### src/common/spriteSheet_params.svh
// Sprite sheet and HUD constants
`ifndef SPRITE_SHEET_PARAMS_SVH
`define SPRITE_SHEET_PARAMS_SVH

// Actor box, measured from the center
`define ACTOR_HALF_WIDTH  20
`define ACTOR_HALF_HEIGHT 30

`define SHEET_WIDTH 240   // Pixels per sheet row

// Pose columns
`define COL_IDLE   0
`define COL_MOVE   40
`define COL_ATTACK 160
`define COL_SHIELD 200
`define COL_DEAD   40

// Direction rows
`define ROW_PLAYER_RIGHT 0
`define ROW_PLAYER_LEFT  60
`define ROW_ENEMY_RIGHT  120
`define ROW_ENEMY_LEFT   180
`define ROW_DEAD         240

// Health bar in the top-left corner
`define HUD_WIDTH   50
`define HUD_HEIGHT  10
`define HEALTH_STEP 10

`define KEY_RIGHT 8'd7
`define KEY_LEFT  8'd4

`define ENEMY_COUNT  4
`define PALETTE_SIZE 20

`endif

### src/common/spriteSheetPkg.sv
// Screen and sprite sheet types
`default_nettype none

package spriteSheetPkg;

    typedef logic [9:0] screenCoord_t;   // VGA pixel position

    // Actor centers live in a wider world space
    typedef logic [13:0] worldCoord_t;

    typedef logic [9:0] sheetCoord_t;    // Position inside the sheet

    // Linear address into the sheet memory, row major
    typedef logic [18:0] romAddr_t;

    typedef logic [2:0] healthLevel_t;   // Health steps shown by the HUD

endpackage

`default_nettype wire

### src/common/vgaColorPkg.sv
// VGA color and palette
`default_nettype none

package vgaColorPkg;

    typedef struct packed {
        logic [7:0] red;
        logic [7:0] green;
        logic [7:0] blue;
    } rgb_t;

    // Same 24 bits, read whole or by channel
    typedef union packed {
        logic [23:0] word;
        rgb_t        rgb;
    } paletteWord_u;

    typedef logic [4:0] paletteIndex_t;

    // Sheet pixels in this color show the background
    localparam logic [23:0] TRANSPARENT_WORD = 24'hFFFFFF;

    // ----------------------------------------
    // Index to color
    // ----------------------------------------
    function automatic paletteWord_u paletteLookup(input paletteIndex_t index);
        paletteWord_u entry;
        case (index)
            5'd0:    entry.word = 24'hFFFFFF;
            5'd1:    entry.word = 24'h000000;
            5'd2:    entry.word = 24'h323232;
            5'd3:    entry.word = 24'h888888;
            5'd4:    entry.word = 24'h7B100C;
            5'd5:    entry.word = 24'hFF0000;
            5'd6:    entry.word = 24'hC58564;
            5'd7:    entry.word = 24'h4B1400;
            5'd8:    entry.word = 24'hBB8044;
            5'd9:    entry.word = 24'hC58F5C;
            5'd10:   entry.word = 24'hC99869;
            5'd11:   entry.word = 24'hCA6225;
            5'd12:   entry.word = 24'hC25820;
            5'd13:   entry.word = 24'hF79534;
            5'd14:   entry.word = 24'hF9953B;
            5'd15:   entry.word = 24'hFB9533;
            5'd16:   entry.word = 24'hFD9737;
            5'd17:   entry.word = 24'hF5CEA1;
            5'd18:   entry.word = 24'h80BE1F;
            5'd19:   entry.word = 24'h93DB24;
            default: entry.word = 24'h000000;   // Unused slots
        endcase
        return entry;
    endfunction

endpackage

`default_nettype wire

### src/common/pixelBeatIf.sv
// Pixel context between pipeline stages
`timescale 1ns/1ps
`default_nettype none

interface pixelBeatIf;

    spriteSheetPkg::screenCoord_t beatX;
    spriteSheetPkg::screenCoord_t beatY;
    spriteSheetPkg::healthLevel_t beatHealth;
    logic                         spriteHit;   // Some actor covers the pixel

    // Address stage side
    modport source (
        output beatX, beatY, beatHealth, spriteHit
    );

    // Color stage side
    modport sink (
        input beatX, beatY, beatHealth, spriteHit
    );

endinterface

`default_nettype wire

### src/spriteAddress/playerSprite.sv
// Player box and pose
`timescale 1ns/1ps
`default_nettype none
`include "spriteSheet_params.svh"

module playerSprite (
    input  spriteSheetPkg::screenCoord_t drawX,
    input  spriteSheetPkg::screenCoord_t drawY,
    input  spriteSheetPkg::worldCoord_t  playerX,
    input  spriteSheetPkg::worldCoord_t  playerY,
    input  logic                         playerRight,
    input  logic                         punch,
    input  logic                         shield,
    input  logic                         gameOver,
    input  logic                         changeFrame,
    input  logic [7:0]                   keycode,
    output logic                         hit,
    output spriteSheetPkg::sheetCoord_t  sheetX,
    output spriteSheetPkg::sheetCoord_t  sheetY
);

    localparam logic signed [14:0] HALF_W = 15'(`ACTOR_HALF_WIDTH);
    localparam logic signed [14:0] HALF_H = 15'(`ACTOR_HALF_HEIGHT);

    logic signed [14:0] distX, distY;
    logic signed [14:0] offX, offY;
    logic                        keyHeld;
    spriteSheetPkg::sheetCoord_t col, row;

    // Signed distance from the box center
    assign distX = $signed({5'b0, drawX}) - $signed({1'b0, playerX});
    assign distY = $signed({5'b0, drawY}) - $signed({1'b0, playerY});

    assign hit = (distX >= -HALF_W) && (distX <= HALF_W) &&
                 (distY >= -HALF_H) && (distY <= HALF_H);

    // Offset from the top-left corner of the box
    assign offX = distX + HALF_W;
    assign offY = distY + HALF_H;

    // Only the key matching the facing counts as walking
    assign keyHeld = playerRight ? (keycode == `KEY_RIGHT) : (keycode == `KEY_LEFT);

    always_comb
    begin
        row = playerRight ? spriteSheetPkg::sheetCoord_t'(`ROW_PLAYER_RIGHT)
                          : spriteSheetPkg::sheetCoord_t'(`ROW_PLAYER_LEFT);
        if (keyHeld)
            col = changeFrame ? spriteSheetPkg::sheetCoord_t'(`COL_MOVE)
                              : spriteSheetPkg::sheetCoord_t'(`COL_IDLE);
        else if (punch)
            col = spriteSheetPkg::sheetCoord_t'(`COL_ATTACK);
        else if (shield)
            col = spriteSheetPkg::sheetCoord_t'(`COL_SHIELD);
        else if (gameOver)
        begin
            // Dead pose sits on its own row
            col = spriteSheetPkg::sheetCoord_t'(`COL_DEAD);
            row = spriteSheetPkg::sheetCoord_t'(`ROW_DEAD);
        end
        else
            col = spriteSheetPkg::sheetCoord_t'(`COL_IDLE);
    end

    assign sheetX = col + offX[9:0];
    assign sheetY = row + offY[9:0];

endmodule

`default_nettype wire

### src/spriteAddress/enemySprite.sv
// Enemy box and pose
`timescale 1ns/1ps
`default_nettype none
`include "spriteSheet_params.svh"

module enemySprite (
    input  spriteSheetPkg::screenCoord_t drawX,
    input  spriteSheetPkg::screenCoord_t drawY,
    input  spriteSheetPkg::worldCoord_t  enemyX,
    input  spriteSheetPkg::worldCoord_t  enemyY,
    input  logic                         enemyRight,
    input  logic                         attack,
    input  logic                         shieldUp,
    input  logic                         dead,
    input  logic                         changeFrame,
    output logic                         hit,
    output spriteSheetPkg::sheetCoord_t  sheetX,
    output spriteSheetPkg::sheetCoord_t  sheetY
);

    localparam logic signed [14:0] HALF_W = 15'(`ACTOR_HALF_WIDTH);
    localparam logic signed [14:0] HALF_H = 15'(`ACTOR_HALF_HEIGHT);

    logic signed [14:0] distX, distY;
    logic signed [14:0] offX, offY;
    logic                        inBox;
    spriteSheetPkg::sheetCoord_t col, row;

    assign distX = $signed({5'b0, drawX}) - $signed({1'b0, enemyX});
    assign distY = $signed({5'b0, drawY}) - $signed({1'b0, enemyY});

    assign inBox = (distX >= -HALF_W) && (distX <= HALF_W) &&
                   (distY >= -HALF_H) && (distY <= HALF_H);

    assign hit = inBox && !dead;   // Dead enemies vanish

    assign offX = distX + HALF_W;
    assign offY = distY + HALF_H;

    always_comb
    begin
        row = enemyRight ? spriteSheetPkg::sheetCoord_t'(`ROW_ENEMY_RIGHT)
                         : spriteSheetPkg::sheetCoord_t'(`ROW_ENEMY_LEFT);
        if (attack)
            col = spriteSheetPkg::sheetCoord_t'(`COL_ATTACK);
        else if (shieldUp)
            col = spriteSheetPkg::sheetCoord_t'(`COL_SHIELD);
        else if (changeFrame)
            col = spriteSheetPkg::sheetCoord_t'(`COL_MOVE);   // Walk frame two
        else
            col = spriteSheetPkg::sheetCoord_t'(`COL_IDLE);
    end

    assign sheetX = col + offX[9:0];
    assign sheetY = row + offY[9:0];

endmodule

`default_nettype wire

### src/spriteAddress/spriteAddressGen.sv
// Sprite sheet address stage
`timescale 1ns/1ps
`default_nettype none
`include "spriteSheet_params.svh"

module spriteAddressGen (
    input  logic                         Clk,
    input  logic                         rstN,
    input  spriteSheetPkg::screenCoord_t drawX,
    input  spriteSheetPkg::screenCoord_t drawY,
    input  spriteSheetPkg::healthLevel_t health,
    input  logic                         playerHit,
    input  spriteSheetPkg::sheetCoord_t  playerSheetX,
    input  spriteSheetPkg::sheetCoord_t  playerSheetY,
    input  logic [`ENEMY_COUNT-1:0]      enemyHit,
    input  spriteSheetPkg::sheetCoord_t  enemySheetX [`ENEMY_COUNT],
    input  spriteSheetPkg::sheetCoord_t  enemySheetY [`ENEMY_COUNT],
    output spriteSheetPkg::romAddr_t     readAddress,
    pixelBeatIf.source                   beat
);

    logic                        winHit;
    spriteSheetPkg::sheetCoord_t winX, winY;
    spriteSheetPkg::romAddr_t    nextAddress;

    // ----------------------------------------
    // Actor priority
    // ----------------------------------------
    always_comb
    begin
        winHit = playerHit;
        winX   = playerSheetX;
        winY   = playerSheetY;
        if (!playerHit)
        begin
            winX = '0;
            winY = '0;
            // Walk down so that enemy 0 is taken last and wins
            for (int i = `ENEMY_COUNT - 1; i >= 0; i--)
            begin
                if (enemyHit[i])
                begin
                    winHit = 1'b1;
                    winX   = enemySheetX[i];
                    winY   = enemySheetY[i];
                end
            end
        end
    end

    // Row major address, zero when nothing is drawn
    assign nextAddress = winHit
        ? spriteSheetPkg::romAddr_t'(winY) * spriteSheetPkg::romAddr_t'(`SHEET_WIDTH)
          + spriteSheetPkg::romAddr_t'(winX)
        : '0;

    // ----------------------------------------
    // Stage register
    // ----------------------------------------
    always_ff @(posedge Clk or negedge rstN)
    begin
        if (!rstN)
        begin
            readAddress     <= '0;
            beat.spriteHit  <= 1'b0;
            beat.beatX      <= '0;
            beat.beatY      <= '0;
            beat.beatHealth <= '0;
        end
        else
        begin
            readAddress     <= nextAddress;
            beat.spriteHit  <= winHit;
            beat.beatX      <= drawX;
            beat.beatY      <= drawY;
            beat.beatHealth <= health;
        end
    end

endmodule

`default_nettype wire

### src/source/pixelColorizer.sv
// Pixel color stage
`timescale 1ns/1ps
`default_nettype none
`include "spriteSheet_params.svh"

module pixelColorizer (
    input  logic                      Clk,
    input  logic                      rstN,
    pixelBeatIf.sink                  beat,
    input  vgaColorPkg::paletteIndex_t pixelIndex,
    output logic [7:0]                vgaR,
    output logic [7:0]                vgaG,
    output logic [7:0]                vgaB
);

    spriteSheetPkg::screenCoord_t dlyX, dlyY;
    spriteSheetPkg::healthLevel_t dlyHealth;
    logic                         dlyHit;
    spriteSheetPkg::screenCoord_t healthLimit;
    vgaColorPkg::paletteWord_u    palWord;
    vgaColorPkg::rgb_t            nextColor, colorReg;
    logic                         inHud, opaque;

    // Wait out the memory read so the beat meets its pixelIndex
    always_ff @(posedge Clk or negedge rstN)
    begin
        if (!rstN)
        begin
            dlyHit    <= 1'b0;
            dlyX      <= '0;
            dlyY      <= '0;
            dlyHealth <= '0;
        end
        else
        begin
            dlyHit    <= beat.spriteHit;
            dlyX      <= beat.beatX;
            dlyY      <= beat.beatY;
            dlyHealth <= beat.beatHealth;
        end
    end

    // ----------------------------------------
    // Color choice
    // ----------------------------------------
    assign palWord     = vgaColorPkg::paletteLookup(pixelIndex);
    assign opaque      = dlyHit && (palWord.word != vgaColorPkg::TRANSPARENT_WORD);
    assign healthLimit = spriteSheetPkg::screenCoord_t'(dlyHealth) *
                         spriteSheetPkg::screenCoord_t'(`HEALTH_STEP);
    assign inHud       = (dlyY <= `HUD_HEIGHT) && (dlyX <= `HUD_WIDTH);

    always_comb
    begin
        if (inHud)
        begin
            // Green up to the health mark, red after it
            if (dlyX <= healthLimit)
                nextColor = '{red: 8'h00, green: 8'hFF, blue: 8'h00};
            else
                nextColor = '{red: 8'hFF, green: 8'h00, blue: 8'h00};
        end
        else if (opaque)
            nextColor = palWord.rgb;
        else
            nextColor = '{red: 8'h00, green: 8'hBF, blue: 8'hFF - {1'b0, dlyX[9:3]}};
    end

    always_ff @(posedge Clk or negedge rstN)
    begin
        if (!rstN)
            colorReg <= '0;
        else
            colorReg <= nextColor;
    end

    assign vgaR = colorReg.red;
    assign vgaG = colorReg.green;
    assign vgaB = colorReg.blue;

endmodule

`default_nettype wire

### src/source/colorMapperTop.sv
// Sprite color mapper top
`timescale 1ns/1ps
`default_nettype none
`include "spriteSheet_params.svh"

module colorMapperTop (
    input  logic                         Clk,
    input  logic                         rstN,
    input  spriteSheetPkg::screenCoord_t drawX,
    input  spriteSheetPkg::screenCoord_t drawY,
    // Player state
    input  spriteSheetPkg::worldCoord_t  playerX,
    input  spriteSheetPkg::worldCoord_t  playerY,
    input  logic                         playerRight,
    input  logic [7:0]                   keycode,
    input  logic                         punch,
    input  logic                         shield,
    input  logic                         gameOver,
    input  spriteSheetPkg::healthLevel_t health,
    // Enemy state, one slot per enemy
    input  spriteSheetPkg::worldCoord_t  enemyX [`ENEMY_COUNT],
    input  spriteSheetPkg::worldCoord_t  enemyY [`ENEMY_COUNT],
    input  logic [`ENEMY_COUNT-1:0]      enemyRight,
    input  logic [`ENEMY_COUNT-1:0]      enemyAttack,
    input  logic [`ENEMY_COUNT-1:0]      enemyShield,
    input  logic [`ENEMY_COUNT-1:0]      enemyDead,
    input  logic                         changeFrame,
    // Sprite sheet memory
    output spriteSheetPkg::romAddr_t     readAddress,
    input  vgaColorPkg::paletteIndex_t   pixelIndex,
    output logic [7:0]                   vgaR,
    output logic [7:0]                   vgaG,
    output logic [7:0]                   vgaB
);

    logic                        playerHit;
    spriteSheetPkg::sheetCoord_t playerSheetX, playerSheetY;
    logic [`ENEMY_COUNT-1:0]     enemyHit;
    spriteSheetPkg::sheetCoord_t enemySheetX [`ENEMY_COUNT];
    spriteSheetPkg::sheetCoord_t enemySheetY [`ENEMY_COUNT];

    pixelBeatIf beatBus ();

    playerSprite playerSprite_inst (
        .drawX(drawX), .drawY(drawY), .playerX(playerX), .playerY(playerY),
        .playerRight(playerRight), .punch(punch), .shield(shield), .gameOver(gameOver),
        .changeFrame(changeFrame), .keycode(keycode),
        .hit(playerHit), .sheetX(playerSheetX), .sheetY(playerSheetY)
    );

    for (genvar e = 0; e < `ENEMY_COUNT; e++)
    begin : genEnemy
        enemySprite enemySprite_inst (
            .drawX(drawX), .drawY(drawY), .enemyX(enemyX[e]), .enemyY(enemyY[e]),
            .enemyRight(enemyRight[e]), .attack(enemyAttack[e]),
            .shieldUp(enemyShield[e]), .dead(enemyDead[e]), .changeFrame(changeFrame),
            .hit(enemyHit[e]), .sheetX(enemySheetX[e]), .sheetY(enemySheetY[e])
        );
    end

    spriteAddressGen spriteAddressGen_inst (
        .Clk(Clk), .rstN(rstN), .drawX(drawX), .drawY(drawY), .health(health),
        .playerHit(playerHit), .playerSheetX(playerSheetX), .playerSheetY(playerSheetY),
        .enemyHit(enemyHit), .enemySheetX(enemySheetX), .enemySheetY(enemySheetY),
        .readAddress(readAddress), .beat(beatBus.source)
    );

    pixelColorizer pixelColorizer_inst (
        .Clk(Clk), .rstN(rstN), .beat(beatBus.sink), .pixelIndex(pixelIndex),
        .vgaR(vgaR), .vgaG(vgaG), .vgaB(vgaB)
    );

endmodule

`default_nettype wire

### config.mk
export PLATFORM = sky130hd
export DESIGN_NAME = colorMapperTop
export DESIGN_NICKNAME = d
export VERILOG_FILES = /design/src/common/spriteSheetPkg.sv /design/src/common/vgaColorPkg.sv /design/src/common/pixelBeatIf.sv /design/src/spriteAddress/playerSprite.sv /design/src/spriteAddress/enemySprite.sv /design/src/spriteAddress/spriteAddressGen.sv /design/src/source/pixelColorizer.sv /design/src/source/colorMapperTop.sv
export VERILOG_INCLUDE_DIRS = /design/src /design/src/common
export SDC_FILE = /design/constraint.sdc
export NUM_CORES = 1
export LEC_CHECK = 0
export BUFFER_PORTS_ARGS = -buffer_cell sky130_fd_sc_hd__buf_2
export CORE_UTILIZATION = 28
export CTS_CLUSTER_DIAMETER = 150
export CTS_CLUSTER_SIZE = 20
export DETAILED_ROUTE_END_ITERATION = 8
export GPL_ROUTABILITY_DRIVEN = 1
export PLACE_DENSITY = 0.48
export SETUP_SLACK_MARGIN = 0.2
export SLEW_MARGIN = 20
export SYNTH_ARGS = -nofsm -noshare
export SYNTH_HDL_FRONTEND = slang
export SYNTH_SLANG_ARGS = --single-unit
### constraint.sdc
create_clock -name Clk -period 3.2 [get_ports Clk]
set_input_delay 0.32 -clock Clk [delete_from_list [all_inputs] [get_ports Clk]]
set_output_delay 0.32 -clock Clk [all_outputs]
set_load 0.01 [all_outputs]
==> results.sh <==
export IMPL_fin_cells=3377
export IMPL_overflow=0
export IMPL_fin_crit_sh_pct=206
export IMPL_ant_nets=0
export IMPL_drt_iter0_drc=738
export IMPL_grt_pass1_wl_mm=87.1
export IMPL_slew_headroom_pct=37.6
export IMPL_synth_cell_types=92
export IMPL_reg2reg_depth=11
export IMPL_floorplan_io_pins=242
export IMPL_initial_utilization_pct=28.3
export IMPL_max_clock_freq_ghz=0.152
export IMPL_slowest_stage="fa_1"
export IMPL_syn_to_final_growth_pct=56.0
export IMPL_crit_required_ps=3450
export IMPL_tns_ps=-42990
export IMPL_finalHoldViolations=0
export IMPL_hp_start="health[1]"
export IMPL_cts_sinks=91
export IMPL_hpwl_mm=46.4
export IMPL_synth_top_area_share_pct=17.7
export IMPL_antenna_found_initial=4
export IMPL_yosys_area_top_type="ha_1"
export IMPL_leakage_nw=11.4
export IMPL_synthFlopType="dfrtp_1"
export IMPL_cts_tree="done"
export IMPL_ctsHoldBuffers=0
export IMPL_outcome="finished with violations"
export IMPL_numPortBuffers=241
export IMPL_critPathMaxFanout=4
export IMPL_grt_pass1_vias=16988
export IMPL_cp_end_kind="flip-flop"
export IMPL_grt_max_degree=69
export IMPL_clock_latency_ps=360
export IMPL_diodes=0
export IMPL_die_width_um=230
export IMPL_slowest_delay_ps=550
export IMPL_avgSynthCellArea_um2=7.87
export IMPL_ys_seq_area_share_pct=15.6
export IMPL_synth_seq_cells=91
export IMPL_core_mm2=0.0514
export IMPL_synthTopCellsByArea="ha_1, dfrtp_1, inv_1"
export IMPL_dr_pass1_iters=5
export IMPL_syn_instance_count=1852
export IMPL_die_area_mm2=0.0529
export IMPL_numCtsBuffers=9
export IMPL_clock_skew_ps=12.2
export IMPL_drcViolationCount=0
export IMPL_rrSetupSlack_ps=510
export IMPL_drv_cap=0
export IMPL_die_y_um=230
export IMPL_place_inst=3309
export IMPL_rows=83
export IMPL_final_area_mm2=0.0227
export IMPL_routedWlPerCell_um=16.2
export IMPL_violations="setup timing"
export IMPL_syn_area_mm2=0.0146
export IMPL_crit_start="drawY[0]"
export IMPL_crit_path_start_kind="input pin"
export IMPL_clk_path_buf_depth=2
export IMPL_path_class="in2reg"
export IMPL_vias=16421
export IMPL_fin_nets=3135
export IMPL_wirelength_mm=54.6
export IMPL_cp_buffers_inverters=7
export IMPL_synthArstFlopShare_pct=100
export IMPL_grt_total_usage_pct=20.6
export IMPL_dpl_worst_slack_ps=-4030
export IMPL_gp_congestion=0.915
export IMPL_slew_violations=0
export IMPL_power_density_mw_per_mm2=293
export IMPL_placedInstanceArea_mm2=0.0211
export IMPL_rsz0062_at_grt="true"
export IMPL_cts_htree_levels=3
export IMPL_syn_nets=2295
export IMPL_reg2reg_from="pixelColorizer_inst.dlyHealth[0]"
export IMPL_final_min_clock_period_ps=6590
export IMPL_peakVddDrop_uv=252
export IMPL_fin_util_pct=44.2
export IMPL_worstHoldEndpoint="spriteAddressGen_inst.beat.beatHealth[1]"
export IMPL_hold_class="in2reg"
export IMPL_root_buffer="clkbuf_16"
export IMPL_cts_clk_slew_worst_paths_ps=80
export IMPL_drive_above_1_share_pct=39.6
export IMPL_worst_slew_pin_slew_ps=937
export IMPL_hold_depth=1
export IMPL_cpMostUsedCell="buf_12"
export IMPL_r2r_end="pixelColorizer_inst.vgaG[0]"
export IMPL_via_per_inst=4.86
export IMPL_yosys_warnings=0
export IMPL_worst_slack_ps=-3390
export IMPL_path_delay_family="compound AO/OA/AOI/OAI gates"
export IMPL_synth_edff_count=0
export IMPL_worstPathArrival_ps=6830
export IMPL_setup_violations_final=20
[through the flow]
stage	hold slack (ps)	power (W)
after floorplan	24.4	0.00345
after global placement	332	0.00535
after detailed placement	335	0.00539
after CTS	57.8	0.00664
after global routing	60.7	0.00724
final	69.3	0.00667
[metal layers]
layer,track usage [%],part of all wire [%]
met1,27.1,47
met2,35.7,47
met3,2.23,3.2
met4,4.78,2.1
met5,0,0.090
[synth_stat cells, types with 8 or more instances]
cell and number:
a211o_1 9, a211oi_1 25, a21boi_0 11, a21o_1 51
a21oi_1 149, a221oi_1 9, a222oi_1 9, a22oi_1 8
a31oi_1 14, and2_1 9, and3_1 13, buf_2 12
clkbuf_1 23, dfrtp_1 91, fa_1 38, ha_1 206
inv_1 244, mux2i_1 14, nand2_1 102, nand2b_1 34
nand3_1 25, nand3b_1 10, nand4_1 13, nor2_1 147
nor2b_1 31, nor3_1 37, nor3b_1 9, nor4_1 15
nor4b_1 9, o2111ai_1 11, o21a_1 32, o21ai_0 90
o21ai_1 8, o21bai_1 20, o22ai_1 12, o31ai_1 9
or2_2 13, or3_1 15, or4_1 13, xnor2_1 73
xor2_1 63
[worst reg2reg max path, cell delays in order, from the launching register on]
cell and delay [ps]:
dfrtp_1 410, ha_1 210, ha_1 180, ha_1 270, inv_1 40, ha_1 280
o21ai_0 80, nand2b_1 70, a21oi_1 60, o21ai_0 410, nand2_1 360, o21a_1 210
[cell type report]
cell class	instances	area, um^2
multi-input combinational	1471	12100
timing repair buffer	872	6230
inverter	247	965
fill	5184	28700
tap	680	851
clock inverter	7	81.3
clock buffer	9	225
sequential	91	2280
[what timing repair did]
action	CTS	global route
buffers inserted	37	14
hold endpoints to repair	0	0
resized for setup	103	79
gates cloned	1	0
pin swaps	92	44
endpoints found under the setup margin	20	20
[how the worst max path moves through the flow]
| stage | slack, ps | end | cells past startpoint |
|---|---|---|---|
| after floorplan | -3440 | spriteAddressGen_inst.readAddress[17] | 31 |
| after global placement | -3930 | spriteAddressGen_inst.readAddress[17] | 35 |
| after detailed placement | -4030 | spriteAddressGen_inst.readAddress[17] | 32 |
| after CTS | -3300 | spriteAddressGen_inst.readAddress[17] | 35 |
| after global routing | -3640 | spriteAddressGen_inst.readAddress[16] | 34 |
| final | -3390 | spriteAddressGen_inst.readAddress[16] | 32 |
[report_power, final]
part / internal (W) / total [W] / leakage, nW / switching, W
sequential: 0.00118 / 0.00120 / 1.11 / 0.0000213
combinational: 0.00222 / 0.00436 / 10.2 / 0.00215
clock: 0.000558 / 0.00110 / 0.150 / 0.000541
[cell families after synthesis]
group           count (synthesis)  share of synthesized area [%]
fa+ha+maj                     245                           23.0
compound gates                552                           25.8
mux                            19                           1.35
xor+xnor                      136                           8.18
flops                          91                           15.6
simple gates                  519                           18.4
buf+inv                       290                           7.65
[registers in the layout, indices dropped and copies added (netlist names), 3 cells and up]
| register | flops |
|---|---|
| pixelColorizer_inst.dlyHealth | 3 |
| pixelColorizer_inst.dlyX | 10 |
| pixelColorizer_inst.dlyY | 10 |
| pixelColorizer_inst.vgaB | 8 |
| pixelColorizer_inst.vgaG | 8 |
| pixelColorizer_inst.vgaR | 8 |
| spriteAddressGen_inst.beat.beatHealth | 3 |
| spriteAddressGen_inst.beat.beatX | 10 |
| spriteAddressGen_inst.beat.beatY | 10 |
| spriteAddressGen_inst.readAddress | 19 |
[cell usage in the layout, fill, tap and decap left out, types with 14 or more instances in the layout]
cell type	synthesis	layout
nand3_1	25	22
xor2_1	63	61
a21oi_1	149	141
xnor2_1	73	61
ha_4	0	15
fa_1	38	29
nor2b_1	31	26
a21o_1	51	51
dfrtp_1	91	91
a31oi_1	14	14
nor2_1	147	142
buf_6	0	28
o21a_1	32	31
o21bai_1	20	18
buf_2	12	236
a211oi_1	25	20
nand2b_1	34	33
inv_1	244	232
ha_1	206	190
nand2_1	102	100
buf_4	3	595
nor3_1	37	31
o21ai_0	90	81
Note: power is estimated with default switching activity, not from simulation.
